$ cat config.mk
export PLATFORM = sky130hd
export DESIGN_NAME = phase_counter
export DESIGN_NICKNAME = d
export VERILOG_FILES = /design/src/logic/phase_counter.sv
export SDC_FILE = /design/constraint.sdc
export NUM_CORES = 1
export LEC_CHECK = 0
export BUFFER_PORTS_ARGS = -buffer_cell sky130_fd_sc_hd__buf_4
export CORE_UTILIZATION = 59
export DETAILED_ROUTE_END_ITERATION = 6
export PLACE_DENSITY_LB_ADDON = 0.2
export SETUP_SLACK_MARGIN = 0.02
export SLEW_MARGIN = 10
export SYNTH_ARGS = -nofsm -noshare
export SYNTH_HDL_FRONTEND = slang
export SYNTH_SLANG_ARGS = --single-unit
$ cat constraint.sdc
create_clock -name clk_i -period 3.4 [get_ports clk_i]
set_input_delay 0.17 -clock clk_i [delete_from_list [all_inputs] [get_ports clk_i]]
set_output_delay 0.17 -clock clk_i [all_outputs]
set_load 0.005 [all_outputs]
$ cat src/logic/phase_counter.sv
module phase_counter #(
    parameter int PAYLOAD_WIDTH = 11
) (
    input  logic                   clk_i,
    input  logic                   rst_i,
    input  logic                   restart_i,
    input  logic [PAYLOAD_WIDTH:0] len_i,
    output logic                   last_o
);

    localparam int CW = PAYLOAD_WIDTH + 1;

    logic [CW-1:0] cnt_q;

    // holds on the last byte until the sequencer moves on.
    always_ff @(posedge clk_i) begin
        if (rst_i) begin
            cnt_q <= '0;
        end else if (restart_i) begin
            cnt_q <= '0;
        end else if (!last_o) begin
            cnt_q <= cnt_q + CW'(1);
        end
    end

    assign last_o = (cnt_q == len_i - CW'(1));

    assert property (@(posedge clk_i) disable iff (rst_i) len_i != '0 && cnt_q < len_i)
        else $error("phase_counter: zero length or count past the phase end");

endmodule

==> reports/metrics.yaml <==
cts_tree: "yes"
die_area_sq_um: 1820
seq_area_frac_synth_pct: 24.6
syn-num-nets: 140
registers.top_by_ff_count: "cnt_q"
n_antenna_cell: 0
track_usage_pct: 26.9
end_kind: "primary output"
drt_drc_violations_left: 0
ys_seq_elements: 12
synth_flop_cell: "dfxtp_1"
clkSlewWorstSetupHoldPaths_ns: 0.08
rsz0062_at_grt: "false"
period_share_pct: 70.1
antenna_found_initial: 0
area_delta_synth_final_pct: 13.2
final_cell_mix: "buf_4, a21oi_1, dfxtp_1"
die_w_um: 42.7
skew_ns: 0.00853
vias: 990
critical_path_required_ns: 3.23
portBuffers: 15
grt_pass1_vias: 919
wl_per_cell_um: 14.4
slew_violations: 0
fin_area_sq_um: 1110
grt_overflow: 0
largest_register_ffs: 12
arrival_ns: 2.21
max_cap_violations: 0
final_common_cell: "buf_4"
place_area_sq_um: 1070
worst_pin_slew_ns: 0.716
finalWirelength_mm: 2.22
cts_hold_buf: 0
crit_path_start_kind: "primary input"
syn_area_per_cell_sq_um: 7.94
place_congestion: 0.851
p_leak_uw: 0.000399
fillers: 133
drt_iter0_drc: 18
start_util_pct: 64.1
root_buffer: "clkbuf_4"
cts_max_level: 1
ir_drop_v: 0.000271
setup_tns_ns: 0
core_sq_um: 1520
cts_resized: 0
grt_pass1_wl_mm: 3.74
clk_latency_ns: 0.28
cts_sinks: 12
cts_made_buffers: 3
grt_max_degree: 24
status: "finished clean"
reg_top3: "cnt_q: 12 flops"
route.antenna.remaining_nets: 0
die_y_um: 42.7
cp_max_fo: 23
ys_types: 39
first_pass_iters: 4
hold_violations: 0
cts_buffer_depth: 2
syn-cell-area_sq_um: 977
synth_edf_count: 0
synth_warnings: 0
layout_min_cycle_time_ns: 2.38
power_density_nw_per_um2: 282
max_slew_margin_pct: 52.0
avgViaCountPerCell: 6.43
num-nets-final: 156
hpwl_mm: 1.67
setup_viol: 0
ys_async_sr_fraction_pct: 0
rows: 14
post_cts_buffers: 0
hold_path.class: "primary input to flop"
pin_count: 16
r2r_setup_slack_ns: 1.27
critPathKind: "primary input to primary output"
synthCells: 123
max_freq_mhz: 419
drive_above_1_share_pct: 18.1
final timing paths:
| check | depth (start not counted) | startpoint | end |
|---|---|---|---|
| max | 7 | len_i[0] | last_o |
| min reg2reg | 2 | cnt_q[11] | cnt_q[11] |
| max reg2reg | 7 | cnt_q[9] | cnt_q[9] |
| min | 3 | rst_i | cnt_q[6] |
worst max-delay path, cell delays in order:
cell       delay [ns]
buf_4            0.12
nor3_2           0.61
and3_1           0.26
o21ai_1          0.07
a2111oi_2        0.38
and4_4           0.44
buf_4            0.16
synth_stat cells (2+ instances only):
cell type | count | area (sq um)
o21ai_0 | 2 | 10.0
xor2_1 | 8 | 70.1
inv_1 | 4 | 15.0
a31oi_1 | 2 | 12.5
xnor2_1 | 5 | 43.8
or4_1 | 2 | 15.0
nand2b_1 | 2 | 12.5
o211ai_1 | 2 | 15.0
nand2_1 | 4 | 15.0
nand3_1 | 10 | 50.1
or3_1 | 8 | 50.1
dfxtp_1 | 12 | 240
nand4_1 | 3 | 18.8
and3_1 | 5 | 31.3
ha_1 | 2 | 25.0
nor2_1 | 6 | 22.5
o31ai_1 | 2 | 15.0
o21ai_1 | 10 | 50.1
a21oi_1 | 13 | 65.1
nor3_1 | 2 | 10.0
report_power, final:
group	leakage, uW	internal, uW	switching (uW)
sequential	0.0000969	142	2.34
combinational	0.000281	25.4	27.9
clock	0.0000210	65.1	49.6
total	0.000399	232	79.9
final cells by class:
| cell class | count | area [sq um] | area share [%] |
|---|---|---|---|
| Sequential cell | 12 | 240 | 21.7 |
| Timing Repair Buffer | 15 | 113 | 10.2 |
| Tap cell | 16 | 20.0 | 1.81 |
| Multi-Input combinational cell | 103 | 682 | 61.7 |
| Inverter | 4 | 15.0 | 1.36 |
| Clock buffer | 4 | 36.3 | 3.28 |
metrics by stage:
step	hold WS (ns)	total power (uW)	worst slack [ns]	cells	utilization [%]
floorplan	0.352	176	1.34	123	-
global placement	0.478	198	1.06	150	70.2
detailed placement	0.485	200	0.950	150	70.2
CTS	0.296	312	1.04	154	72.6
global route	0.328	324	0.888	154	72.6
finish	0.293	312	1.02	154	72.6
logic make-up (layout without fill, tap and decap cells):
group / count (synthesis) / in the layout / share of synthesized area [%]
and+or+nand+nor: 51 / 51 / 32.3
AOI/OAI and AO/OA: 36 / 36 / 22.3
xor gates and xnor gates: 13 / 13 / 11.7
DFF: 12 / 12 / 24.6
buffers and inverters: 8 / 23 / 5.63
adders and majority gates: 2 / 2 / 2.56
muxes: 1 / 1 / 1.02
per-layer routing:
metal	vias up	global-route usage, %	share of wire (%)
met2	32	45.8	48
met5	-	0	0
li1	495	-	-
met3	7	1.70	5.4
met1	456	33.7	44
met4	0	14.4	2.2
Note: power is estimated with default switching activity, not from simulation.
