File: config.mk
export PLATFORM = sky130hd
export DESIGN_NAME = udp_header_builder
export DESIGN_NICKNAME = d
export VERILOG_FILES = /design/src/logic/eth_frame_pkg.sv /design/src/logic/udp_header_builder.sv
export SDC_FILE = /design/constraint.sdc
export NUM_CORES = 1
export LEC_CHECK = 0
export ABC_CLOCK_PERIOD_IN_PS = 18700
export BUFFER_PORTS_ARGS = -buffer_cell sky130_fd_sc_hd__buf_2
export CORE_AREA = 2 2 208 210
export CTS_BUF_LIST = sky130_fd_sc_hd__clkbuf_4 sky130_fd_sc_hd__clkbuf_8
export DETAILED_ROUTE_END_ITERATION = 6
export DIE_AREA = 0 0 210 212
export GPL_ROUTABILITY_DRIVEN = 0
export PLACE_DENSITY = 0.44
export REMOVE_ABC_BUFFERS = 1
export SLEW_MARGIN = 20
export SYNTH_ARGS = -nofsm -noshare
export SYNTH_HDL_FRONTEND = slang
export SYNTH_SLANG_ARGS = --single-unit
File: constraint.sdc
create_clock -name clk_i -period 18.7 [get_ports clk_i]
set_input_delay 3.74 -clock clk_i [delete_from_list [all_inputs] [get_ports clk_i]]
set_output_delay 3.74 -clock clk_i [all_outputs]
set_load 0.01 [all_outputs]
File: src/logic/eth_frame_pkg.sv
package eth_frame_pkg;

    // byte counts of the fixed frame parts.
    localparam int PREAMBLE_BYTES = 7;
    localparam int SFD_BYTES      = 1;
    localparam int HEADER_BYTES   = 42;
    localparam int FCS_BYTES      = 4;
    localparam int GAP_BYTES      = 12;

    localparam int IP_HDR_BYTES  = 20;
    localparam int UDP_HDR_BYTES = 8;

    localparam logic [7:0] PREAMBLE_BYTE = 8'h55;
    localparam logic [7:0] SFD_BYTE      = 8'hD5;

    localparam logic [15:0] ETHERTYPE_IPV4 = 16'h0800;
    localparam logic [7:0]  IP_VER_IHL     = 8'h45;  // v4, five words.
    localparam logic [15:0] IP_FLAGS_DF    = 16'h4000;
    localparam logic [7:0]  IP_PROTO_UDP   = 8'd17;
    localparam logic [7:0]  IP_TTL         = 8'd64;

    localparam logic [31:0] CRC_RESIDUE_POLY = 32'hEDB88320;  // reflected 802.3 polynomial.

    typedef struct packed {
        logic [47:0] mac;
        logic [31:0] ip;
        logic [15:0] port;
    } net_addr_t;

    // wire order, first byte in the top bits.
    typedef struct packed {
        logic [47:0] dst_mac;
        logic [47:0] src_mac;
        logic [15:0] ethertype;
        logic [7:0]  ver_ihl;
        logic [7:0]  tos;
        logic [15:0] total_len;
        logic [15:0] ident;
        logic [15:0] flags_frag;
        logic [7:0]  ttl;
        logic [7:0]  protocol;
        logic [15:0] hdr_csum;
        logic [31:0] src_ip;
        logic [31:0] dst_ip;
        logic [15:0] src_port;
        logic [15:0] dst_port;
        logic [15:0] udp_len;
        logic [15:0] udp_csum;
    } udp_frame_hdr_t;

endpackage

File: src/logic/udp_header_builder.sv
module udp_header_builder #(
    parameter int PAYLOAD_WIDTH = 11
) (
    input  logic                        clk_i,
    input  logic                        rst_i,
    input  eth_frame_pkg::net_addr_t    local_i,
    input  eth_frame_pkg::net_addr_t    remote_i,
    input  logic [PAYLOAD_WIDTH-1:0]    payload_len_i,
    output eth_frame_pkg::udp_frame_hdr_t hdr_o
);

    import eth_frame_pkg::*;

    udp_frame_hdr_t hdr_d;
    logic [19:0]    sum;
    logic [16:0]    fold;
    logic [15:0]    fold2;

    always_comb begin
        hdr_d.dst_mac    = remote_i.mac;
        hdr_d.src_mac    = local_i.mac;
        hdr_d.ethertype  = ETHERTYPE_IPV4;
        hdr_d.ver_ihl    = IP_VER_IHL;
        hdr_d.tos        = 8'h00;
        hdr_d.total_len  = 16'(IP_HDR_BYTES + UDP_HDR_BYTES) + 16'(payload_len_i);
        hdr_d.ident      = 16'h0000;
        hdr_d.flags_frag = IP_FLAGS_DF;
        hdr_d.ttl        = IP_TTL;
        hdr_d.protocol   = IP_PROTO_UDP;
        hdr_d.src_ip     = local_i.ip;
        hdr_d.dst_ip     = remote_i.ip;
        hdr_d.src_port   = local_i.port;
        hdr_d.dst_port   = remote_i.port;
        hdr_d.udp_len    = 16'(UDP_HDR_BYTES) + 16'(payload_len_i);
        hdr_d.udp_csum   = 16'h0000;  // optional over ipv4.

        // ten header words, checksum word left out as zero.
        sum = 20'({hdr_d.ver_ihl, hdr_d.tos})
            + 20'(hdr_d.total_len)
            + 20'(hdr_d.ident)
            + 20'(hdr_d.flags_frag)
            + 20'({hdr_d.ttl, hdr_d.protocol})
            + 20'(hdr_d.src_ip[31:16])
            + 20'(hdr_d.src_ip[15:0])
            + 20'(hdr_d.dst_ip[31:16])
            + 20'(hdr_d.dst_ip[15:0]);

        // end-around carry, second fold catches the carry of the first.
        fold  = 17'(sum[15:0]) + 17'(sum[19:16]);
        fold2 = fold[15:0] + 16'(fold[16]);

        hdr_d.hdr_csum = ~fold2;
    end

    always_ff @(posedge clk_i) begin
        if (rst_i) begin
            hdr_o <= '0;
        end else begin
            hdr_o <= hdr_d;
        end
    end

endmodule

==> metrics.cfg <==
[worst_setup_path]
worst_path_max_delay_cell = or4_2
cp.buffers_inverters = 5
crit_required_ns = 19.15
critPathKind = primary input to flip-flop
cp_common_cell = ha_1
max_stage_delay_ns = 0.68
cp_num_cells = 39
end_kind = flip-flop
worstPathArrival_ns = 12.63
cp-start-kind = primary input
cp_max_fo = 8
crit_family = simple AND/OR/NAND/NOR gates

[clock_tree]
cts.clk_slew.worst_paths_ns = 0.06
cts.path.max_buffers = 3
cts.sinks = 231
cts_hold_buf = 0
cts_tree = yes
htreeDepth = 2
cts-root-buf = clkbuf_8
cts_buffers = 43
cts_setup_buffers = 0
ctsResizeCount = 0

[run_status]
status = completed

[logic_synthesis]
synth_area_per_cell_um2 = 9.950
yosysUniqueCellTypes = 64
synth-compound-area-share = 0.05756
synthMuxAreaShare = 0
synth_top_family_by_area = simple AND/OR/NAND/NOR gates
yosys.area_share.simple = 0.1717
syn-cell-area_um2 = 10240
ys_ff_latch = 231
synth.yosys.seq_area_share = 0.4517
ys_top_cells_by_area = dfxtp_1, nor2b_1, fa_1, buf_4, ha_1
yosysWarnings = 0
netlist.area_leader.share = 0.4517
synth_xor_area_frac = 0.03911
syn_inst = 1029
synth_top_area_cell = dfxtp_1
synthAdderAreaFrac = 0.1405

[route]
ant_nets = 0
drc_errors = 0
drt_iter0_markers = 263
first_pass_iters = 4
viasPerCell = 3.840
drt-total-wl_um = 32060
vias = 7880
wl_per_cell_um = 15.62

[floorplan]
num_rows = 76
die_h_um = 212
core_area_um2 = 42510
io_pins = 541
die-area_um2 = 44520
start_util = 0.2409
die_x_um = 210

[hold_path]
hold_start = remote_i[4]
hold_path_end = hdr_o[36]
hold_class = primary input to flip-flop
hold_depth = 2

[cells_and_area]
largest_reg_flops = 231
top_register = hdr_o
multi_input_area_um2 = 4547
diodes = 0
final_area_um2 = 13540
n_fill_cell = 4560
drive_gt1_frac = 0.3645
area_growth_pct = 32.26
nets = 1769
top_regs = hdr_o (231)
ff_latch_area_um2 = 4624

[place]
place.port_buffers = 444
dp_hpwl_um = 26110
place_area_um2 = 12600

[grt]
antenna_found_initial = 11
grt_max_degree = 82
overflow = 0
grt_pass1_wl_um = 45940
grt_pass1_vias = 7727
grt_usage = 0.1389

[sta]
slew_headroom = 0.4067
rsz0062_at_grt = false
fin_crit_ns = 12.19
fin_crit_sh = 0.6518
tightest_slew_ns = 0.8899
finalSetupTns_ns = 0
drv_slew = 0
fmax_ghz = 0.08204
setup_viol = 0
hold_viol_final = 0

[pwr]
p_leak_uw = 0.006977
p_per_area_nw_per_um2 = 141.6
vdd_drop_max_uv = 65.28

[job]
drv_cap = 0

-- kinds of logic (layout without fill, tap and decap cells) --
group                    after synthesis  after routing
adder cells (fa/ha/maj)               88             88
flip-flops                           231            231
XOR/XNOR                              44             44
AND/OR/NAND/NOR                      310            310
other                                  1             96
AO/OA/AOI/OAI                         84             84
buffers and inverters                271            653
-- routing by layer --
metal  up-vias  share of wire  global-route usage
met2       359           0.53              0.2668
li1       3861              -                   -
met1      3588           0.36              0.1416
met4         2          0.023             0.04109
met3        70          0.084             0.04697
met5         -        0.00041                   0
-- worst max-delay path by stage --
stage / slack [ns] / end / start
after floorplan: 7.03 / hdr_o[140] / payload_len_i[2]
after global placement: 6.20 / hdr_o[140] / payload_len_i[3]
after detailed placement: 5.90 / hdr_o[140] / payload_len_i[3]
after CTS: 6.52 / hdr_o[140] / payload_len_i[3]
after global routing: 5.55 / hdr_o[140] / payload_len_i[4]
final: 6.51 / hdr_o[140] / payload_len_i[3]
-- synth_stat cells (all sizes together) --
cell     count
nand2       13
dfxtp      231
a31o         3
o21ai       16
a21boi       1
or2          3
clkbuf      22
o21a         3
o22ai        2
or4          2
xor2        17
o221ai       1
o31a         1
a21oi       35
a21o         5
nand3       11
o211ai       3
a311oi       1
o2111ai      1
nor4b        2
a211oi       3
nor2        73
o31ai        1
conb         1
o2111a       1
inv        132
a211o        2
nor3         9
and4         1
nand3b       4
nor3b        2
nand4        5
o211a        1
xnor2       27
and3         4
a2111oi      1
ha          43
fa          45
o21bai       3
nor2b      162
nand2b       2
or3          6
buf        117
and2        11
-- power breakdown --
part           internal, µW  switching (µW)  leakage, µW
clock                   318             218     0.000496
sequential              534            9.85      0.00192
combinational           329             510      0.00456
total                  1180             737      0.00698
-- cell type report --
cell class                      count  share of cell area
Tap cell                          546             0.05045
Inverter                          132             0.03659
Sequential cell                   231              0.3415
Clock inverter                      9             0.01016
Timing Repair Buffer              446              0.1659
Clock buffer                       66             0.05969
Multi-Input combinational cell    622              0.3358
-- stage by stage --
stage	hold WS (ns)	power, µW	worst slack [ns]	cells	utilization
floorplan	3.802	1152	7.029	985	-
global placement	3.944	1408	6.196	1977	0.2963
detailed placement	3.948	1401	5.897	1977	0.2963
CTS	3.295	1961	6.516	2052	0.3186
global route	3.303	2071	5.552	2052	0.3186
finish	3.358	1917	6.511	2052	0.3186
-- cells in the final DEF (no fill, tap or decap), drive strengths merged, types with 2 or more instances in the layout --
| cell | instances |
|---|---|
| o21ai | 16 |
| nor3 | 9 |
| a21o | 5 |
| o22ai | 2 |
| xor2 | 17 |
| or2 | 3 |
| nand2 | 13 |
| dfxtp | 231 |
| nor3b | 2 |
| o21a | 3 |
| nor4b | 2 |
| clkinv | 2 |
| inv | 134 |
| ha | 43 |
| and2 | 11 |
| o211ai | 3 |
| fa | 45 |
| nand2b | 2 |
| nor2 | 73 |
| clkbuf | 67 |
| o21bai | 3 |
| a31o | 3 |
| nand3b | 4 |
| nor2b | 162 |
| or3 | 6 |
| a211oi | 3 |
| conb | 96 |
| a211o | 2 |
| or4 | 2 |
| buf | 445 |
| nand3 | 11 |
| xnor2 | 27 |
| bufinv | 3 |
| clkinvlp | 2 |
| a21oi | 35 |
| nand4 | 5 |
| and3 | 4 |
(Power assumes the default switching activity.)
