$ cat config.mk
export PLATFORM = sky130hd
export DESIGN_NAME = fcs_crc32
export DESIGN_NICKNAME = d
export VERILOG_FILES = /design/src/logic/eth_frame_pkg.sv /design/src/logic/fcs_crc32.sv
export SDC_FILE = /design/constraint.sdc
export NUM_CORES = 1
export LEC_CHECK = 0
export ABC_CLOCK_PERIOD_IN_PS = 1800
export BUFFER_PORTS_ARGS = -buffer_cell sky130_fd_sc_hd__buf_2
export CORE_ASPECT_RATIO = 0.5
export CORE_MARGIN = 3
export CORE_UTILIZATION = 49
export CTS_BUF_LIST = sky130_fd_sc_hd__clkbuf_16
export CTS_CLUSTER_DIAMETER = 120
export DETAILED_ROUTE_END_ITERATION = 8
export GPL_TIMING_DRIVEN = 0
export PLACE_DENSITY = 0.86
export SLEW_MARGIN = 30
export SYNTH_ARGS = -nofsm -noshare
export SYNTH_HDL_FRONTEND = slang
export SYNTH_SLANG_ARGS = --single-unit
$ cat constraint.sdc
create_clock -name clk_i -period 1.8 [get_ports clk_i]
set_input_delay 0.18 -clock clk_i [delete_from_list [all_inputs] [get_ports clk_i]]
set_output_delay 0.18 -clock clk_i [all_outputs]
set_load 0.1 [all_outputs]
$ cat src/logic/eth_frame_pkg.sv
package eth_frame_pkg;

    // byte counts of the fixed frame parts.
    localparam int PREAMBLE_BYTES = 7;
    localparam int SFD_BYTES      = 1;
    localparam int HEADER_BYTES   = 42;
    localparam int FCS_BYTES      = 4;
    localparam int GAP_BYTES      = 12;

    localparam int IP_HDR_BYTES  = 20;
    localparam int UDP_HDR_BYTES = 8;

    localparam logic [7:0] PREAMBLE_BYTE = 8'h55;
    localparam logic [7:0] SFD_BYTE      = 8'hD5;

    localparam logic [15:0] ETHERTYPE_IPV4 = 16'h0800;
    localparam logic [7:0]  IP_VER_IHL     = 8'h45;  // v4, five words.
    localparam logic [15:0] IP_FLAGS_DF    = 16'h4000;
    localparam logic [7:0]  IP_PROTO_UDP   = 8'd17;
    localparam logic [7:0]  IP_TTL         = 8'd64;

    localparam logic [31:0] CRC_RESIDUE_POLY = 32'hEDB88320;  // reflected 802.3 polynomial.

    typedef struct packed {
        logic [47:0] mac;
        logic [31:0] ip;
        logic [15:0] port;
    } net_addr_t;

    // wire order, first byte in the top bits.
    typedef struct packed {
        logic [47:0] dst_mac;
        logic [47:0] src_mac;
        logic [15:0] ethertype;
        logic [7:0]  ver_ihl;
        logic [7:0]  tos;
        logic [15:0] total_len;
        logic [15:0] ident;
        logic [15:0] flags_frag;
        logic [7:0]  ttl;
        logic [7:0]  protocol;
        logic [15:0] hdr_csum;
        logic [31:0] src_ip;
        logic [31:0] dst_ip;
        logic [15:0] src_port;
        logic [15:0] dst_port;
        logic [15:0] udp_len;
        logic [15:0] udp_csum;
    } udp_frame_hdr_t;

endpackage

$ cat src/logic/fcs_crc32.sv
module fcs_crc32 (
    input  logic        clk_i,
    input  logic        rst_i,
    input  logic        clear_i,
    input  logic        en_i,
    input  logic [7:0]  data_i,
    output logic [31:0] fcs_o
);

    import eth_frame_pkg::*;

    logic [31:0] crc_q;
    logic [31:0] crc_next;

    // bitwise reflected update, bit 0 of the byte goes first.
    always_comb begin
        crc_next = crc_q;
        for (int i = 0; i < 8; i++) begin
            if (crc_next[0] ^ data_i[i]) begin
                crc_next = (crc_next >> 1) ^ CRC_RESIDUE_POLY;
            end else begin
                crc_next = crc_next >> 1;
            end
        end
    end

    always_ff @(posedge clk_i) begin
        if (rst_i || clear_i) begin
            crc_q <= '1;
        end else if (en_i) begin
            crc_q <= crc_next;
        end
    end

    // includes the byte accepted this cycle, so fcs is ready on the last payload byte.
    assign fcs_o = en_i ? ~crc_next : ~crc_q;

endmodule

==> results.ini, run 1 <==
[run_status]
outcome = did not finish
stop_stage = 4_1_cts
error_line = [ERROR DPL-0038] Utilization greater than 100%, impossible to legalize

[clocking]
cts_made_buffers = 5
cts_setup_buffers = 42
clockBufferDepth = 2
cts.sinks = 32
h-tree-depth = 2
hold_buffers = 0
root_buffer = clkbuf_16
cts_resized = 163

[floorplanning]
chipWidth_microns = 97.8
die_h_microns = 51.9
ioPinCount = 44
core.rowCount = 15
initial_core_util_pct = 55.3

[logic_synthesis]
syn_area_sq_um = 2060
yosysTopAreaCell = dfxtp_1
synth_ff_type = dfxtp_1
async_flop_share_pct = 0
synth.distinct_cells = 19
synth_top_area_share_pct = 31.0
synth_warnings = 0
ys_top_cells_by_count = dfxtp_1, nand2_1, mux2i_1
synth_nets = 181
synth_edf_count = 0
syn-instance-count = 169
synth.area.top_cells = dfxtp_1, mux2i_1, xnor3_1
syn_avg_cell_area_sq_um = 12.2
seq_area_frac_synth_pct = 31.0
ys_ff_latch = 32

[place]
dpl.hpwl_microns = 3800
finalWeightedCongestion = 0.807
port_buffers = 42
post_dp_cell_area_sq_um = 2890

-- cells by family after synthesis --
logic type | after synthesis | synth area share, %
buffers and inverters | 8 | 2.00
flip-flops | 32 | 31.0
multiplexers | 30 | 14.7
XOR/XNOR | 61 | 44.8
AND/OR/NAND/NOR | 34 | 6.18
AO/OA/AOI/OAI | 4 | 1.21
-- stage by stage --
step	TNS (ns)	hold slack (ns)	setup WS [ns]	std cells	utilization (%)
global placement	-7.92	0.425	-0.488	262	77.3
detailed placement	-9.23	0.447	-0.553	262	77.3
floorplan	-12.30	0.313	-0.415	169	-
==> run 2, diff against run 1 <==
- ABC_CLOCK_PERIOD_IN_PS: 1800 -> 2340
- CORE_ASPECT_RATIO: 0.5 -> not set
- CORE_UTILIZATION: 49 -> 40
- CTS_BUF_LIST: sky130_fd_sc_hd__clkbuf_16 -> not set
- CTS_CLUSTER_DIAMETER: 120 -> not set
- PLACE_DENSITY: 0.86 -> not set
- PLACE_DENSITY_LB_ADDON: not set -> 0.15
- clock period: 1.8 -> 2.34 ns (I/O delays scaled with it)
==> run 2 against run 1 <==
  * The flow now finishes, with violations (setup timing)
  * Synthesized cell count stayed put
  * Area after synthesis unchanged
==> results.ini, run 2 <==
[run_status]
outcome = finished with violations  ; was did not finish
violations = setup timing

[sta]
post-route-period-util_pct = 102
post-route-min-period_ns = 2.40
tightest_slew_ns = 0.579
worst_clock_skew_ns = 0.00455
maxSlewViolCount = 0
hold_slack_ns = 0.202
setup_tns_ns = -0.0938
setup_violations = 3
slew_headroom_pct = 61.4
clock.fmax_ghz = 0.417
worst_slack_ns = -0.0568
rsz0062_at_grt = yes
hold_viol = 0

[logic_synthesis]
synth_warnings = 0  ; unchanged
synth_top_area_share_pct = 31.0  ; unchanged
seq_area_frac_synth_pct = 31.0  ; unchanged
synth.distinct_cells = 19  ; unchanged
yosysTopAreaCell = dfxtp_1  ; unchanged
synth.area.top_cells = dfxtp_1, mux2i_1, xnor3_1  ; unchanged
synth_nets = 181  ; unchanged
async_flop_share_pct = 0  ; unchanged
syn-instance-count = 169  ; unchanged
ys_top_cells_by_count = dfxtp_1, nand2_1, mux2i_1  ; unchanged
synth_edf_count = 0  ; unchanged
ys_ff_latch = 32  ; unchanged
syn_area_sq_um = 2060  ; unchanged
synth_ff_type = dfxtp_1  ; unchanged
syn_avg_cell_area_sq_um = 12.2  ; unchanged

[clocking]
root_buffer = clkbuf_8  ; was clkbuf_16
cts_tree = yes
cts_made_buffers = 5  ; unchanged
clock_latency_ns = 0.28
clockBufferDepth = 2  ; unchanged
path_clk_slew_ns = 0.07
h-tree-depth = 2  ; unchanged
cts.sinks = 32  ; unchanged

[critical_path]
regToRegSetupSlack_ns = 0.34
end_kind = primary output
cp.arrival_ns = 2.16
cp_max_fo = 3
crit_type = reg -> out
critPathMaxStageDelay_ns = 0.47
cp_slowest_cell = xor3_2
ff2ff_path_depth = 8
crit_required_ns = 2.11
start_kind = register
cpMostUsedCell = buf_12
crit_path_cell_trace = xnor2_4 > buf_12 > xor3_2 > buf_6 > xnor3_1 > mux2i_4 > buf_12

[finish]
mostFrequentLayoutCells = nand2_1, mux2i_4, dfxtp_1
finalInstanceArea_sq_um = 3690
diodes = 0
fin_util_pct = 76.0
fin_cells = 323
nNetsFinal = 267
reg_top3 = crc_q (32)
areaGrowthSynthToFinish_pct = 78.5
regMostFlops = crc_q
final_common_cell = nand2_1
largest_reg_flops = 32
drive_gt1_share_pct = 60.5

[floorplanning]
chipWidth_microns = 77.8  ; was 97.8 microns
coreArea_sq_um = 4850
initial_core_util_pct = 42.6  ; was 55.3%
core.rowCount = 25  ; was 15
ioPinCount = 44  ; unchanged
die_h_microns = 77.8  ; was 51.9 microns
dieArea_sq_um = 6060

[drt]
wire_per_inst_microns = 17.2
vias = 1486
ant_nets = 0
dr.first_iter.drc_count = 33
drc = 0
totalWireLength_microns = 5570
vias_per_cell = 4.60
drtPass1Iterations = 4

[global_route]
grt_start_max_net_pins = 11
grt_use_met3_pct = 4.29
met2_usage_pct = 35.8
first_global_vias = 1676
antenna_found_initial = 0
track_usage_pct = 19.5
grt_pass1_wl_microns = 8870
use_met1_pct = 22.7
grt_busiest_layer = met2
grt_remaining_overflow = 0

[place]
dp_cells = 278  ; was 262
port_buffers = 42  ; unchanged
post_dp_cell_area_sq_um = 2710  ; was 2890 sq um
dpl.hpwl_microns = 3510  ; was 3800 microns
dp_slack_ns = -0.313  ; was -0.553 ns
finalWeightedCongestion = 0.822  ; was 0.807

[power_and_ir_drop]
p_seq_share_pct = 12.9
p_per_area_nw_per_um2 = 1450
ir_drop_mv = 1.15
power_mw = 5.35
intPower_mw = 2.55
p_leak_nw = 1.56
p_clk_share_pct = 8.3
p_sw_share_pct = 52.3
p_switching_mw = 2.80
comb_power_share_pct = 78.8

[hold_path]
hold_path_class = in -> reg
min_path_cells = 3

[job]
max_cap_viol_count = 0

-- run 2: cell counts after synthesis --
No cell type changed its count.
-- run 2: final timing paths --
path / endpoint / start
setup / recovery: fcs_o[22] / crc_q[5]
setup reg to reg: crc_q[22] / crc_q[5]
hold / removal: crc_q[0] / rst_i
hold reg to reg: crc_q[31] / crc_q[31]
-- run 2: cell type report --
cell class | instances | area (sq um)
clock buffer | 6 | 82.6
tap | 67 | 83.8
timing repair buffer | 79 | 852
multi-input combinational | 129 | 1950
fill | 291 | 1160
clock inverter | 2 | 10.0
inverter | 1 | 3.75
buffer | 7 | 43.8
sequential | 32 | 657
-- run 2: kinds of logic (layout without fill, tap and decap cells) --
kind of cell,after synthesis,count (layout),synth area share (%)
mux,30,30,14.7
buf+inv,8,95,2.00
compound gates,4,4,1.21
xor+xnor,61,61,44.8
flops,32,32,31.0
simple gates,34,34,6.18
-- run 2: power groups by stage --
stage | logic, mW | registers (mW) | clock network, mW
global placement | 3.22 | 0.689 | 0
CTS | 3.89 | 0.688 | 0.459
global route | 4.35 | 0.697 | 0.481
finish | 4.21 | 0.690 | 0.446
detailed placement | 3.24 | 0.694 | 0
floorplan | 2.90 | 0.683 | 0
-- run 2: critical path, delay by kind of cell, from the launching register on --
kind      cells  cell delay, ns
buf+inv       3            0.47
flops         1            0.36
xor+xnor      3            0.83
mux           1            0.20
-- run 2: layer usage --
metal	vias up	wire length [microns]
met5	-	0
met4	0	46
met3	5	228
met2	35	3070
met1	707	2220
li1	739	-
-- run 2: timing repair --
item / 4_1_cts / 5_1_grt
endpoints found under the setup margin: 29 / 22
buffers inserted: 27 / 10
hold buffers: 0 / 0
pin swaps: 19 / 12
gates resized for setup: 77 / 38
Power figures use the tool's default switching activity.
