[src/logic/eth_frame_pkg.sv]
package eth_frame_pkg;

    // byte counts of the fixed frame parts.
    localparam int PREAMBLE_BYTES = 7;
    localparam int SFD_BYTES      = 1;
    localparam int HEADER_BYTES   = 42;
    localparam int FCS_BYTES      = 4;
    localparam int GAP_BYTES      = 12;

    localparam int IP_HDR_BYTES  = 20;
    localparam int UDP_HDR_BYTES = 8;

    localparam logic [7:0] PREAMBLE_BYTE = 8'h55;
    localparam logic [7:0] SFD_BYTE      = 8'hD5;

    localparam logic [15:0] ETHERTYPE_IPV4 = 16'h0800;
    localparam logic [7:0]  IP_VER_IHL     = 8'h45;  // v4, five words.
    localparam logic [15:0] IP_FLAGS_DF    = 16'h4000;
    localparam logic [7:0]  IP_PROTO_UDP   = 8'd17;
    localparam logic [7:0]  IP_TTL         = 8'd64;

    localparam logic [31:0] CRC_RESIDUE_POLY = 32'hEDB88320;  // reflected 802.3 polynomial.

    typedef struct packed {
        logic [47:0] mac;
        logic [31:0] ip;
        logic [15:0] port;
    } net_addr_t;

    // wire order, first byte in the top bits.
    typedef struct packed {
        logic [47:0] dst_mac;
        logic [47:0] src_mac;
        logic [15:0] ethertype;
        logic [7:0]  ver_ihl;
        logic [7:0]  tos;
        logic [15:0] total_len;
        logic [15:0] ident;
        logic [15:0] flags_frag;
        logic [7:0]  ttl;
        logic [7:0]  protocol;
        logic [15:0] hdr_csum;
        logic [31:0] src_ip;
        logic [31:0] dst_ip;
        logic [15:0] src_port;
        logic [15:0] dst_port;
        logic [15:0] udp_len;
        logic [15:0] udp_csum;
    } udp_frame_hdr_t;

endpackage

[src/logic/tx_ctrl_pkg.sv]
package tx_ctrl_pkg;

    typedef enum logic [2:0] {
        IDLE,
        PREAMBLE,
        SFD,
        HEADER,
        PAYLOAD,
        FCS,
        GAP
    } frame_state_e;

    // source of the byte going to the output register.
    typedef enum logic [2:0] {
        SRC_NONE,
        SRC_PREAMBLE,
        SRC_SFD,
        SRC_HEADER,
        SRC_PAYLOAD,
        SRC_FCS
    } byte_src_e;

    typedef struct packed {
        byte_src_e src;
        logic      load;      // new header in, crc back to all ones.
        logic      crc_en;
        logic      fifo_rd;
        logic      fcs_load;
    } phase_ctrl_t;

    function automatic int unsigned phase_length(frame_state_e state, int unsigned payload_len);
        case (state)
            PREAMBLE: return eth_frame_pkg::PREAMBLE_BYTES;
            SFD:      return eth_frame_pkg::SFD_BYTES;
            HEADER:   return eth_frame_pkg::HEADER_BYTES;
            PAYLOAD:  return payload_len;
            FCS:      return eth_frame_pkg::FCS_BYTES;
            GAP:      return eth_frame_pkg::GAP_BYTES;
            default:  return 1;  // idle is checked every cycle.
        endcase
    endfunction

endpackage

[src/logic/gmii_byte_mux.sv]
module gmii_byte_mux (
    input  logic                          clk_i,
    input  logic                          rst_i,
    input  tx_ctrl_pkg::phase_ctrl_t      ctrl_i,
    input  eth_frame_pkg::udp_frame_hdr_t hdr_i,
    input  logic [7:0]                    fifo_data_i,
    input  logic [31:0]                   fcs_i,
    output logic [7:0]                    byte_o,
    output logic [7:0]                    gmii_txd_o,
    output logic                          gmii_tx_en_o
);

    import eth_frame_pkg::*;
    import tx_ctrl_pkg::*;

    localparam int HDR_W = $bits(udp_frame_hdr_t);
    localparam int PRE_W = (PREAMBLE_BYTES + SFD_BYTES) * 8;

    logic [HDR_W-1:0] hdr_sr;
    logic [PRE_W-1:0] pre_sr;  // preamble then sfd, top byte first.
    logic [31:0]      fcs_sr;

    always_ff @(posedge clk_i) begin
        if (ctrl_i.load) begin
            hdr_sr <= hdr_i;
            pre_sr <= {{PREAMBLE_BYTES{PREAMBLE_BYTE}}, SFD_BYTE};
        end
        if (ctrl_i.src == SRC_HEADER) begin
            hdr_sr <= hdr_sr << 8;
        end
        if (ctrl_i.src == SRC_PREAMBLE || ctrl_i.src == SRC_SFD) begin
            pre_sr <= pre_sr << 8;
        end
        if (ctrl_i.fcs_load) begin
            fcs_sr <= fcs_i;
        end else if (ctrl_i.src == SRC_FCS) begin
            fcs_sr <= fcs_sr >> 8;  // fcs goes out low byte first.
        end
    end

    always_comb begin
        case (ctrl_i.src)
            SRC_PREAMBLE, SRC_SFD: byte_o = pre_sr[PRE_W-1 -: 8];
            SRC_HEADER:            byte_o = hdr_sr[HDR_W-1 -: 8];
            SRC_PAYLOAD:           byte_o = fifo_data_i;
            SRC_FCS:               byte_o = fcs_sr[7:0];
            default:               byte_o = 8'h00;
        endcase
    end

    always_ff @(posedge clk_i) begin
        if (rst_i) begin
            gmii_tx_en_o <= 1'b0;
        end else begin
            gmii_tx_en_o <= (ctrl_i.src != SRC_NONE);
        end
        gmii_txd_o <= byte_o;
    end

    assert property (@(posedge clk_i) disable iff (rst_i)
        ctrl_i.load |-> ##(PREAMBLE_BYTES + SFD_BYTES + 1) ctrl_i.src == SRC_HEADER)
        else $error("gmii_byte_mux: header not aligned to the loaded frame");

    assert property (@(posedge clk_i) disable iff (rst_i)
        ctrl_i.fcs_load |=> (ctrl_i.src == SRC_FCS) [*FCS_BYTES])
        else $error("gmii_byte_mux: fcs latched without a following fcs phase");

endmodule

[config.mk]
export PLATFORM = sky130hd
export DESIGN_NAME = gmii_byte_mux
export DESIGN_NICKNAME = d
export VERILOG_FILES = /design/src/logic/eth_frame_pkg.sv /design/src/logic/tx_ctrl_pkg.sv /design/src/logic/gmii_byte_mux.sv
export SDC_FILE = /design/constraint.sdc
export NUM_CORES = 1
export LEC_CHECK = 0
export BUFFER_PORTS_ARGS = -buffer_cell sky130_fd_sc_hd__buf_2
export CAP_MARGIN = 20
export CORE_ASPECT_RATIO = 1.25
export CORE_MARGIN = 2
export CORE_UTILIZATION = 55
export CTS_CLUSTER_SIZE = 40
export DETAILED_ROUTE_END_ITERATION = 10
export PLACE_DENSITY = 0.89
export SYNTH_ARGS = -nofsm -noshare
export SYNTH_HDL_FRONTEND = slang
export SYNTH_SLANG_ARGS = --single-unit
[constraint.sdc]
create_clock -name clk_i -period 14.5 [get_ports clk_i]
set_input_delay 0.725 -clock clk_i [delete_from_list [all_inputs] [get_ports clk_i]]
set_output_delay 0.725 -clock clk_i [all_outputs]
set_load 0.05 [all_outputs]
==> flow_metrics.env <==
export IMPL_first_iter_violations=1358
export IMPL_synth_xor_area_frac=0.000983
export IMPL_n_fill_cell=2272
export IMPL_postLayoutCellArea_um2=21200
export IMPL_cts_tree="done"
export IMPL_vias_per_cell=5.31
export IMPL_finalHoldViolCount=0
export IMPL_ys_ff_latch=392
export IMPL_synth_top_family_by_area="simple AND/OR/NAND/NOR gates"
export IMPL_synth_top_cell_area_share=0.630
export IMPL_clk_latency_ps=530
export IMPL_post_route_min_period_ps=4470
export IMPL_drt_wl_total_um=40100
export IMPL_leakage_nw=8.41
export IMPL_antenna_found_initial=18
export IMPL_grt_pass1_vias=12200
export IMPL_critical_path_required_ps=14640
export IMPL_drive_gt1_frac=0.353
export IMPL_initial_utilization=0.559
export IMPL_drc=0
export IMPL_tightestPinTransition_ps=1110
export IMPL_drv_cap=0
export IMPL_syn_avg_cell_area_um2=11.1
export IMPL_hpwl_um=26400
export IMPL_finish_utilization=0.665
export IMPL_netlist_instances=1610
export IMPL_power_density_nw_per_um2=126
export IMPL_fin_cells=2399
export IMPL_ant_nets=0
export IMPL_grt_ovfl_total=0
export IMPL_synth_mux_area_frac=0.0202
export IMPL_cp_num_buf_inv=4
export IMPL_cp_common_cell="buf_4"
export IMPL_syn_area_um2=17800
export IMPL_gr_usage_all_layers=0.229
export IMPL_vias=12700
export IMPL_worst_endpoint_arrival_ps=4610
export IMPL_grt_max_degree=268
export IMPL_fin_crit_sh=0.309
export IMPL_wl_per_cell_um=16.7
export IMPL_cts_htree_levels=2
export IMPL_num_rows=73
export IMPL_grt_pass1_wl_um=60100
export IMPL_cp_startpoint="ctrl_i[4]"
export IMPL_ir_worst_vdd_mv=0.114
export IMPL_io_pins=402
export IMPL_synth_ff_type="edfxtp_1"
export IMPL_cp_cell_sequence="buf_2 -> and3b_4 -> or2_4 -> buf_4 -> buf_12 -> buf_4"
export IMPL_core_um2=31900
export IMPL_seqCellArea_um2=11600
export IMPL_cpMaxStageDelayCell="or2_4"
export IMPL_routabilityCongestion=0.868
export IMPL_synthesis_nets=1995
export IMPL_drv_slew=0
export IMPL_path_clk_slew_ps=60
export IMPL_synth_edf_count=374
export IMPL_postCtsHoldBufs=0
export IMPL_start_kind="input port"
export IMPL_fin_hold_ws_ps=354
export IMPL_nNetsFinal=2327
export IMPL_yosys_area_share_simple=0.166
export IMPL_multi_input_area_um2=5560
export IMPL_netlist_cell_type_count=31
export IMPL_synth_top_area_cell="edfxtp_1"
export IMPL_clockBufferDepth=3
export IMPL_cp_top_family="buffers and inverters"
export IMPL_worstHoldPathType="input port to register"
export IMPL_die_area_um2=33900
export IMPL_synthTopCellsByArea="edfxtp_1 (63%), nand2_1 (12%), o21ai_0 (6.4%)"
export IMPL_yosysSeqAreaShare=0.651
export IMPL_slew_headroom=0.263
export IMPL_die_w_um=165
export IMPL_finalSetupViolCount=0
export IMPL_areaGrowthSynthToFinish_pct=19.0
export IMPL_clock_sinks=392
export IMPL_path_max_fanout=84
export IMPL_worst_setup_path_type="input port to register"
export IMPL_ys_async_sr_fraction=0
export IMPL_synth_common_cells="nand2_1 (569), edfxtp_1 (374), o21ai_0 (229)"
export IMPL_max_freq_mhz=223
export IMPL_portBuffers=399
export IMPL_fin_skew_ps=14.1
export IMPL_cts_buffers=39
export IMPL_yosysMostFrequentCell="nand2_1"
export IMPL_grt_setup_unrepaired="no"
export IMPL_die_h_um=205
export IMPL_cts_root_buffer="clkbuf_16"
export IMPL_synth_compound_area_share=0.124
export IMPL_cts_setup_buffers=0
export IMPL_first_pass_iters=5
export IMPL_synth_adder_area_share=0
export IMPL_hp_start="rst_i"
export IMPL_cts_resized=0
export IMPL_dp_cells=2310
export IMPL_r2r_start="pre_sr[63]$_DFFE_PP_"
export IMPL_yosys_warnings=0
export IMPL_end_kind="register"
export IMPL_tns_ps=0
export IMPL_post_dp_cell_area_um2=19800
export IMPL_slowest_delay_ps=860
export IMPL_status="finished, final reports clean"
[per-stage QoR]
stage	power (mW)	setup WS (ps)
6_report	2.66	10030
5_1_grt	2.76	9750
4_1_cts	2.68	9920
3_5_place_dp	1.65	9390
3_3_place_gp	1.64	9470
2_1_floorplan	1.56	8590
[cell type report]
type	count	area share
Multi-Input combinational cell	1094	0.262
Sequential cell	392	0.547
Clock inverter	15	0.00808
Inverter	2	0.000354
Antenna cell	15	0.00177
Timing Repair Buffer	413	0.103
Clock buffer	56	0.0535
Tap cell	412	0.0243
[cell families (layout without fill, tap and decap cells)]
kind of cell           count (synthesis)  in the layout
buffers and inverters                124            486
other                                  0             15
flip-flops                           392            392
AO/OA/AOI/OAI                        354            354
AND/OR/NAND/NOR                      705            705
XOR/XNOR                               2              2
multiplexers                          33             33
[per-layer routing]
metal	GRT usage	routed length, um
met1	0.280	15400
met4	0.111	1730
met3	0.0494	2850
met2	0.386	20000
met5	0	52
[sequential cells by signal, summed over array words and instances, names as in the netlist]
name	flops
hdr_sr	336
gmii_tx_en_o	1
gmii_txd_o	8
fcs_sr	32
pre_sr	15
[where the power goes]
group          switching, mW  leakage [nW]  internal (mW)  total, mW
clock                  0.414         0.636          0.616       1.03
sequential            0.0325          4.00           1.36       1.39
combinational          0.151          3.78         0.0942      0.245
[worst paths after layout]
check,to,cells after the start,slack (ps)
worst max-delay path,hdr_sr[332]$_DFFE_PP_,6,10030
worst min register to register,hdr_sr[1]$_SDFFE_PN0P_,2,500
worst min-delay path,gmii_tx_en_o$_SDFF_PP0_,2,350
worst max register to register,gmii_txd_o[7]$_DFF_P_,3,13430
[layout by cell type (no fill, tap or decap), types with 2 or more instances in the layout]
cell type and instances:
a21o_1 11, a21oi_1 2, a22o_1 6, a32oi_1 4
and2_1 8, and3_1 7, buf_12 3, buf_16 2
buf_2 398, buf_4 9, bufinv_16 4, clkbuf_1 11
clkbuf_16 42, clkbuf_8 3, clkinv_1 5, clkinv_2 5
dfxtp_1 18, diode_2 15, edfxtp_1 374, inv_1 2
mux2_2 24, mux2i_1 9, nand2_1 569, nand2_2 100
nor2_1 12, nor2b_1 2, nor3_1 2, o21ai_0 229
o21ai_2 100, or2_2 2
Note: power is estimated with default switching activity, not from simulation.
