<file path="config.mk">
export PLATFORM = sky130hd
export DESIGN_NAME = frame_sequencer
export DESIGN_NICKNAME = d
export VERILOG_FILES = /design/src/logic/eth_frame_pkg.sv /design/src/logic/tx_ctrl_pkg.sv /design/src/logic/frame_sequencer.sv
export SDC_FILE = /design/constraint.sdc
export NUM_CORES = 1
export LEC_CHECK = 0
export ABC_AREA = 1
export BUFFER_PORTS_ARGS = -buffer_cell sky130_fd_sc_hd__buf_4
export CORE_MARGIN = 1.5
export CORE_UTILIZATION = 40
export DETAILED_ROUTE_END_ITERATION = 10
export PLACE_DENSITY_LB_ADDON = 0.12
export SETUP_SLACK_MARGIN = 0.4
export SLEW_MARGIN = 20
export SYNTH_ARGS = -nofsm -noshare
export SYNTH_HDL_FRONTEND = slang
export SYNTH_SLANG_ARGS = --single-unit
</file>
<file path="constraint.sdc">
create_clock -name clk_i -period 1.7 [get_ports clk_i]
set_input_delay 0.255 -clock clk_i [delete_from_list [all_inputs] [get_ports clk_i]]
set_output_delay 0.255 -clock clk_i [all_outputs]
set_load 0.03 [all_outputs]
</file>
<file path="src/logic/eth_frame_pkg.sv">
package eth_frame_pkg;

    // byte counts of the fixed frame parts.
    localparam int PREAMBLE_BYTES = 7;
    localparam int SFD_BYTES      = 1;
    localparam int HEADER_BYTES   = 42;
    localparam int FCS_BYTES      = 4;
    localparam int GAP_BYTES      = 12;

    localparam int IP_HDR_BYTES  = 20;
    localparam int UDP_HDR_BYTES = 8;

    localparam logic [7:0] PREAMBLE_BYTE = 8'h55;
    localparam logic [7:0] SFD_BYTE      = 8'hD5;

    localparam logic [15:0] ETHERTYPE_IPV4 = 16'h0800;
    localparam logic [7:0]  IP_VER_IHL     = 8'h45;  // v4, five words.
    localparam logic [15:0] IP_FLAGS_DF    = 16'h4000;
    localparam logic [7:0]  IP_PROTO_UDP   = 8'd17;
    localparam logic [7:0]  IP_TTL         = 8'd64;

    localparam logic [31:0] CRC_RESIDUE_POLY = 32'hEDB88320;  // reflected 802.3 polynomial.

    typedef struct packed {
        logic [47:0] mac;
        logic [31:0] ip;
        logic [15:0] port;
    } net_addr_t;

    // wire order, first byte in the top bits.
    typedef struct packed {
        logic [47:0] dst_mac;
        logic [47:0] src_mac;
        logic [15:0] ethertype;
        logic [7:0]  ver_ihl;
        logic [7:0]  tos;
        logic [15:0] total_len;
        logic [15:0] ident;
        logic [15:0] flags_frag;
        logic [7:0]  ttl;
        logic [7:0]  protocol;
        logic [15:0] hdr_csum;
        logic [31:0] src_ip;
        logic [31:0] dst_ip;
        logic [15:0] src_port;
        logic [15:0] dst_port;
        logic [15:0] udp_len;
        logic [15:0] udp_csum;
    } udp_frame_hdr_t;

endpackage

</file>
<file path="src/logic/tx_ctrl_pkg.sv">
package tx_ctrl_pkg;

    typedef enum logic [2:0] {
        IDLE,
        PREAMBLE,
        SFD,
        HEADER,
        PAYLOAD,
        FCS,
        GAP
    } frame_state_e;

    // source of the byte going to the output register.
    typedef enum logic [2:0] {
        SRC_NONE,
        SRC_PREAMBLE,
        SRC_SFD,
        SRC_HEADER,
        SRC_PAYLOAD,
        SRC_FCS
    } byte_src_e;

    typedef struct packed {
        byte_src_e src;
        logic      load;      // new header in, crc back to all ones.
        logic      crc_en;
        logic      fifo_rd;
        logic      fcs_load;
    } phase_ctrl_t;

    function automatic int unsigned phase_length(frame_state_e state, int unsigned payload_len);
        case (state)
            PREAMBLE: return eth_frame_pkg::PREAMBLE_BYTES;
            SFD:      return eth_frame_pkg::SFD_BYTES;
            HEADER:   return eth_frame_pkg::HEADER_BYTES;
            PAYLOAD:  return payload_len;
            FCS:      return eth_frame_pkg::FCS_BYTES;
            GAP:      return eth_frame_pkg::GAP_BYTES;
            default:  return 1;  // idle is checked every cycle.
        endcase
    endfunction

endpackage

</file>
<file path="src/logic/frame_sequencer.sv">
module frame_sequencer #(
    parameter int PAYLOAD_WIDTH = 11
) (
    input  logic                     clk_i,
    input  logic                     rst_i,
    input  logic [PAYLOAD_WIDTH:0]   fifo_count_i,
    input  logic [PAYLOAD_WIDTH-1:0] payload_len_i,
    input  logic                     last_i,
    output logic                     restart_o,
    output logic [PAYLOAD_WIDTH:0]   phase_len_o,
    output tx_ctrl_pkg::phase_ctrl_t ctrl_o
);

    import tx_ctrl_pkg::*;

    localparam int CW = PAYLOAD_WIDTH + 1;

    frame_state_e state_q;
    frame_state_e state_d;
    logic         start;

    assign start = (fifo_count_i >= {1'b0, payload_len_i});  // a whole payload is waiting.

    always_comb begin
        state_d = state_q;
        case (state_q)
            IDLE: begin
                if (start) begin
                    state_d = PREAMBLE;
                end
            end
            PREAMBLE: state_d = last_i ? SFD : PREAMBLE;
            SFD:      state_d = last_i ? HEADER : SFD;
            HEADER:   state_d = last_i ? PAYLOAD : HEADER;
            PAYLOAD:  state_d = last_i ? FCS : PAYLOAD;
            FCS:      state_d = last_i ? GAP : FCS;
            GAP:      state_d = last_i ? IDLE : GAP;
            default:  state_d = IDLE;
        endcase
    end

    always_ff @(posedge clk_i) begin
        if (rst_i) begin
            state_q <= IDLE;
        end else begin
            state_q <= state_d;
        end
    end

    assign restart_o   = (state_d != state_q);
    assign phase_len_o = CW'(phase_length(state_q, int'(payload_len_i)));

    always_comb begin
        ctrl_o     = '0;
        ctrl_o.src = SRC_NONE;
        case (state_q)
            IDLE:     ctrl_o.load = start;
            PREAMBLE: ctrl_o.src = SRC_PREAMBLE;
            SFD:      ctrl_o.src = SRC_SFD;
            HEADER: begin
                ctrl_o.src     = SRC_HEADER;
                ctrl_o.crc_en  = 1'b1;
                ctrl_o.fifo_rd = last_i;  // fifo needs one cycle head start.
            end
            PAYLOAD: begin
                ctrl_o.src      = SRC_PAYLOAD;
                ctrl_o.crc_en   = 1'b1;
                ctrl_o.fifo_rd  = !last_i;
                ctrl_o.fcs_load = last_i;
            end
            FCS:      ctrl_o.src = SRC_FCS;
            default:  ctrl_o.src = SRC_NONE;
        endcase
    end

    // the whole payload is still waiting when its first byte is read.
    assert property (@(posedge clk_i) disable iff (rst_i)
        (state_q == HEADER && last_i) |-> fifo_count_i >= {1'b0, payload_len_i})
        else $error("frame_sequencer: payload phase began without a whole payload in the fifo");

endmodule

</file>
==> results of run 1 <==
==> metrics by stage <==
step | utilization | hold slack (ps)
floorplan | - | 322
detailed placement | 0.774 | 436
global placement | 0.774 | 439
==> cells in the mapped netlist, types with 2 or more instances <==
library cell,number
nand2_1,25
inv_2,3
inv_1,22
buf_2,2
nor2_1,18
ha_1,11
o21ai_0,2
a211oi_1,2
dfxtp_1,3
buf_4,2
a21oi_1,5
nand3_1,4
nor2_2,4
==> kinds of logic after synthesis <==
logic type      Yosys count  share of synthesized area
simple gates             57                      0.380
other cells               1                    0.00567
compound gates           14                      0.129
flops                     3                     0.0907
buf+inv                  30                      0.187
fa+ha+maj                11                      0.208
==> impl_metrics.py, run 1 <==
metrics = {
    "logic_synthesis": {
        "number_of_flops_mapped_to_enable_cells_by_yosys": 0,
        "postSynth.asyncResetShare": 0,
        "yosys_register_bits": 3,
        "post_synth_num_cell_types": 26,
        "combined_area_of_all_synthesized_cells_um2": 662,
        "synth_flop_cell": "dfxtp_1",
        "synth_cells": 116,
        "synth_top_area_frac": 0.208,
        "synth_sequential_area_ratio": 0.0907,
        "leading_cell_types_by_total_area_after_synthesis": "ha_1 21%, nand2_1 14%, inv_1 12%, nor2_1 10%, dfxtp_1 9.1%",
        "post_synth.cell_area_avg_um2": 5.71,
        "synth_top_area_cell": "ha_1",
        "mappedNetlistNets": 153,
        "ys.warnings.count": 0,
    },
    "place": {
        "gpl.final_weighted_congestion": 0.788,
        "port_buffers": 44,
        "postPlaceCellArea_um2": 1180,
        "place.detailed.hpwl_um": 1630,
        "place.detailed.instances": 183,
        "place_ws_ps": -144,
    },
    "outcome": {
        "run.stop_error": "[ERROR DPL-0033] detailed placement checks failed during check placement.",
        "last-stage-reached": "4_1_cts",
        "run_status": "aborted with a tool error",
    },
    "cts": {
        "cts_resized": 57,
        "cts-root-buf": "clkbuf_4",
        "cts_num_sinks": 3,
        "cts_setup_buffers": 10,
        "hold_buffers": 0,
        "cts-root-to-sink-buffers": 2,
        "cts_inserted_buffers": 3,
        "h_tree_lvl_count": 1,
    },
    "die": {
        "die_y_um": 43.7,
        "num_rows": 14,
        "floorplan.io_pins": 46,
        "floorplan.die.width_um": 43.7,
        "initial_core_util": 0.434,
    },
}
==> inputs of run 2 (changes only) <==
Settings changed: CORE_AREA set to 2 2 63 65, CORE_MARGIN 1.5 to unset, CORE_UTILIZATION 40 to unset, DIE_AREA set to 0 0 65 67, PLACE_DENSITY_LB_ADDON 0.12 to 0.15, SETUP_SLACK_MARGIN 0.4 to unset.
==> impl_metrics.py, run 2 <==
metrics = {
    "place": {
        "place_ws_ps": -116,
        "postPlaceCellArea_um2": 1080,
        "port_buffers": 44,
        "gpl.final_weighted_congestion": 0.843,
        "place.detailed.hpwl_um": 1740,
    },
    "detailed_routing": {
        "route.vias.total": 853,
        "antenna_violating_nets_post_route": 0,
        "drtPass1Iterations": 3,
        "routed.top_layer": "met4",
        "via_per_inst": 3.95,
        "met3RoutedLength_um": 145,
        "drt_iter0_drc": 27,
        "routed_wire_length_um": 2120,
        "detailroute.wirelength.met2_um": 928,
        "drc": 0,
        "wirelength_met1_um": 1030,
        "detail_route.wl_per_cell_um": 9.81,
    },
    "final_layout": {
        "antennaDiodeCount": 0,
        "finish.net_count": 206,
        "reg_top3": "state_q (3)",
        "layout.cells.most_common": "buf_4",
        "largest_register_ffs": 3,
        "layout.cells.most_common_list": "47 x buf_4, 22 x nand2_1, 16 x nor2_1",
        "layout.filler_cells": 397,
        "layout.cell_area.non_filler_um2": 1260,
        "area_growth_syn_to_layout_pct": 90.5,
        "max_flop_register": "state_q",
        "register_area_um2": 68.8,
        "multiInputGateArea_um2": 577,
        "drive_above_1_share": 0.524,
    },
    "logic_synthesis": {
        "synth_top_area_frac": 0.208,
        "synth_sequential_area_ratio": 0.0907,
        "mux_contribution_to_synthesized_area": 0,
        "post_synth_num_cell_types": 26,
        "combinational_family_with_the_most_area_after_synthesis": "simple AND/OR/NAND/NOR gates",
        "combined_area_of_all_synthesized_cells_um2": 662,
        "yosys.cell_count.top_type": "nand2_1",
        "leading_cell_types_by_total_area_after_synthesis": "ha_1 21%, nand2_1 14%, inv_1 12%, nor2_1 10%, dfxtp_1 9.1%",
        "ys.warnings.count": 0,
        "synth_cells": 116,
        "synth_flop_cell": "dfxtp_1",
        "synth_top_area_cell": "ha_1",
        "synth_fa_ha_area_frac": 0.208,
        "number_of_flops_mapped_to_enable_cells_by_yosys": 0,
        "post_synth.cell_area_avg_um2": 5.71,
        "post_synth_and_or_nand_nor_area_fraction": 0.380,
        "yosys-top-cells-count": "25 x nand2_1, 22 x inv_1, 18 x nor2_1",
        "mappedNetlistNets": 153,
        "postSynth.asyncResetShare": 0,
        "synth_compound_gate_area_share": 0.129,
        "xor_and_xnor_fraction_of_the_mapped_netlist_area": 0,
        "yosys_register_bits": 3,
    },
    "timing": {
        "grt_setup_unrepaired": "yes",
        "timing.final.crit_share": 1.03,
        "fmax_mhz": 570,
        "final_max_slew_violation_count": 0,
        "final.setup.worst_slack_ps": -54.0,
        "finalWorstPathRequiredPeriod_ps": 1750,
        "number_of_hold_slack_violations_in_the_final_timing_report": 0,
        "setup_viol": 2,
        "fin_worst_skew_ps": 0.258,
    },
    "grt": {
        "first_global_vias": 776,
        "grt_pass1_wl_um": 3160,
        "grt_usage": 0.0903,
        "grt-ovfl-total": 0,
        "grt_max_degree": 9,
        "grt_antenna_before_repair": 0,
    },
    "critical_path": {
        "rrSetupSlack_ps": 630,
        "critical_path_sink_type": "primary output",
        "worst-endpoint-arrival_ps": 1500,
        "timing.setup.critical_path_class": "in -> out",
        "worstSetupStartpointType": "primary input",
        "worst-path-max-fanout": 4,
        "crit_required_ps": 1440,
    },
    "die": {
        "num_rows": 22,
        "design.core.area_um2": 3610,
        "initial_core_util": 0.184,
        "die_y_um": 67,
        "floorplan.die.width_um": 65,
        "floorplan.io_pins": 46,
        "full_die_area_um2": 4360,
    },
    "power_and_ir_drop": {
        "leakagePower_nw": 0.670,
        "powerDensity_nw_per_um2": 585,
        "max-vdd-ir-drop_mv": 0.198,
    },
    "hold_path": {
        "hp-class": "in -> reg",
    },
    "cts": {
        "cts_num_sinks": 3,
        "hold_buffers": 0,
        "cts_inserted_buffers": 3,
        "cts-root-to-sink-buffers": 2,
        "tritoncts": "done",
        "cts-root-buf": "clkbuf_8",
        "clk-insertion-delay-late_ps": 210,
        "h_tree_lvl_count": 1,
        "worst_setup_hold_path_clk_slew_ps": 30,
    },
    "run": {
        "timing.max_cap.violations": 0,
    },
    "outcome": {
        "failed_checks": "setup timing",
        "run_status": "complete, but fails checks",
    },
}
-- run 2: cell counts after synthesis --
Identical to the previous run, type by type.
-- run 2: path summary, 6_finish.rpt --
kind / from / endpoint / depth (start not counted)
worst max-delay path: payload_len_i[10] / restart_o / 14
worst min-delay path: rst_i / state_q[2] / 2
worst max register to register: state_q[1] / state_q[2] / 4
worst min register to register: state_q[1] / state_q[1] / 2
-- run 2: final cells by class --
cell class	count	area share
multi-input cells	83	0.457
repair buffers	52	0.324
inverters	26	0.0804
flip-flops and latches	3	0.0546
well taps	48	0.0476
clock buffers	4	0.0357
-- run 2: where the power goes --
part | internal (mW) | leakage, nW | switching, mW
registers | 0.0807 | 0.0264 | 0.0202
clock network | 0.160 | 0.0228 | 0.0470
logic | 0.191 | 0.621 | 0.238
total | 0.432 | 0.670 | 0.305
-- run 2: routing by layer --
metal	vias to the layer above	track usage
met5	-	0
met4	0	0.0160
met1	360	0.130
li1	464	-
met2	27	0.143
met3	2	0.0118
-- run 2: metrics by stage --
step,TNS (ps),hold WS (ps),utilization,instances,power (mW)
after floorplan,0,322,-,116,0.323
after global placement,-104,448,0.299,210,0.462
after detailed placement,-116,447,0.299,210,0.464
after CTS,-74.7,212,0.316,214,0.686
after global routing,-358,222,0.350,216,0.790
final,-65.0,212,0.350,216,0.737
-- run 2: cells by family (layout without fill, tap and decap cells) --
logic type | count (synthesis) | in the layout
flops | 3 | 3
buf+inv | 30 | 82
fa+ha+maj | 11 | 11
compound gates | 14 | 14
other cells | 1 | 1
simple gates | 57 | 57
-- run 2: what timing repair did --
action	CTS	global route
pin swaps	2	11
resized for setup	4	28
cloned	0	0
setup endpoints to repair	6	7
setup buffers	0	2
-- run 2: critical path, cell delays in order --
cell and delay [ps]:
buf_6 70, inv_4 30, ha_4 260, inv_2 40, nor2_4 90, nand3b_1 110
nor2_1 120, nand2_1 70, nand2_2 80, nand2_4 70, nand2_2 60, nand2_1 60
nand3_2 60, buf_6 130
(Power assumes the default switching activity.)
==> inputs of run 3 (changes only) <==
Settings changed: BUFFER_PORTS_ARGS -buffer_cell sky130_fd_sc_hd__buf_4 to unset, DONT_BUFFER_PORTS set to 1.
Clock period 1.7 ns to 1.8 ns, I/O delays scaled along.
==> impl_metrics.py, run 3 (same netlist as run 2, synthesis figures left out) <==
metrics = {
    "final_layout": {
        "layout.cells.most_common": "nand2_1",
        "reg_top3": "state_q (3)",
        "area_growth_syn_to_layout_pct": 37.4,
        "layout.cells.most_common_list": "24 x nand2_1, 22 x inv_1, 18 x buf_4",
        "layoutNonFillerInstCount": 182,
        "drive_above_1_share": 0.284,
        "max_flop_register": "state_q",
        "antennaDiodeCount": 0,
        "largest_register_ffs": 3,
        "finish.net_count": 172,
    },
    "critical_path": {
        "crit_required_ps": 1530,
        "crit_family": "flip-flops",
        "worst-path-max-fanout": 7,
        "rrSetupSlack_ps": 640,
        "path_cells": "inv_2, nor3_2, inv_2, nor2_2, o21bai_1, buf_4",
        "timing.setup.critical_path_class": "reg -> out",
        "worst-endpoint-arrival_ps": 1440,
        "critPathSlowestCell": "dfxtp_1",
        "critical_path_sink_type": "primary output",
        "worstSetupStartpointType": "flop",
        "crit_path_max_incr_delay_ps": 460,
        "worstPathBufferInverterCount": 3,
        "critPathMostFrequentCell": "inv_2",
    },
    "grt": {
        "grt-ovfl-total": 0,
        "grt_pass1_wl_um": 2990,
        "grt_antenna_before_repair": 0,
        "grt_max_degree": 10,
        "grt_usage": 0.0868,
        "first_global_vias": 703,
    },
    "detailed_routing": {
        "route.vias.total": 752,
        "antenna_violating_nets_post_route": 0,
        "drt_iter0_drc": 18,
        "via_per_inst": 4.13,
        "drtPass1Iterations": 4,
        "drc": 0,
        "detail_route.wl_per_cell_um": 10.8,
        "routed_wire_length_um": 1970,
    },
    "die": {
        "initial_core_util": 0.184,
        "floorplan.io_pins": 46,
        "floorplan.die.width_um": 65,
        "design.core.area_um2": 3610,
        "die_y_um": 67,
        "full_die_area_um2": 4360,
        "num_rows": 22,
    },
    "outcome": {
        "run_status": "finished, final reports clean",
    },
    "power_and_ir_drop": {
        "max-vdd-ir-drop_mv": 0.163,
        "leakagePower_nw": 0.503,
        "powerDensity_nw_per_um2": 633,
    },
    "timing": {
        "timing.final.crit_share": 0.952,
        "grt_setup_unrepaired": "yes",
        "fin_worst_skew_ps": 1.05,
        "totalNegativeSetupSlack_ps": 0,
        "setup_viol": 0,
        "number_of_hold_slack_violations_in_the_final_timing_report": 0,
        "fmax_mhz": 584,
        "finalWorstPathRequiredPeriod_ps": 1710,
        "final_max_slew_violation_count": 0,
    },
    "cts": {
        "worst_setup_hold_path_clk_slew_ps": 30,
        "tritoncts": "done",
        "h_tree_lvl_count": 1,
        "cts-root-buf": "clkbuf_8",
        "cts_inserted_buffers": 3,
        "cts_num_sinks": 3,
        "hold_buffers": 0,
        "clk-insertion-delay-late_ps": 210,
        "cts-root-to-sink-buffers": 2,
    },
    "hold_path": {
        "hp-class": "in -> reg",
    },
    "place": {
        "place.detailed.instances": 178,
        "place.detailed.hpwl_um": 1650,
        "gpl.final_weighted_congestion": 0.769,
        "port_buffers": 0,
    },
    "run": {
        "timing.max_cap.violations": 0,
    },
}
-- run 3: cell count changes in the layout (fill, tap and decap cells not counted), moves of 4 or more --
cell   change
buf_4     -29
buf_6      -5
ha_1       +4
ha_4       -4
inv_1      +7
inv_2      -6
-- run 3: layer usage --
metal | up-vias | global-route usage | share of wire
li1 | 398 | - | -
met2 | 33 | 0.125 | 0.43
met3 | 0 | 0.0186 | 0.055
met4 | 0 | 0.0319 | 0
met1 | 321 | 0.124 | 0.51
met5 | - | 0 | 0
-- run 3: cell type report --
type / instances / area, um^2
Fill cell: 419 / 2700
Sequential cell: 3 / 62.6
Inverter: 26 / 98.8
Multi-Input combinational cell: 83 / 508
Timing Repair Buffer: 18 / 135
Clock buffer: 4 / 45.0
Tap cell: 48 / 60.1
-- run 3: report_power, final --
part | internal [mW] | total [mW] | leakage, nW | switching [mW]
Combinational | 0.0955 | 0.288 | 0.455 | 0.192
Sequential | 0.0752 | 0.0927 | 0.0254 | 0.0176
Clock | 0.151 | 0.196 | 0.0228 | 0.0444
Total | 0.322 | 0.576 | 0.503 | 0.254
-- run 3: path summary, 6_finish.rpt --
check	startpoint	to	depth (start not counted)
worst max-delay path	state_q[1]	ctrl_o[1]	6
worst min-delay path	rst_i	state_q[2]	1
worst max register to register	state_q[1]	state_q[2]	4
worst min register to register	state_q[1]	state_q[1]	2
-- run 3: repair_timing --
| action | in CTS | in global routing |
|---|---|---|
| resized for setup | 0 | 6 |
| setup buffers | 0 | 0 |
| endpoints found under the setup margin | 0 | 7 |
-- run 3: stage by stage --
step	worst slack (ps)	instance area, um^2	util	hold slack (ps)	power, mW
after global placement	86.6	837	0.232	339	0.367
final	86.3	910	0.252	111	0.576
after detailed placement	74.1	837	0.232	340	0.368
after CTS	9.76	882	0.245	115	0.568
after global routing	-43.4	910	0.252	105	0.620
after floorplan	156	667	-	337	0.305
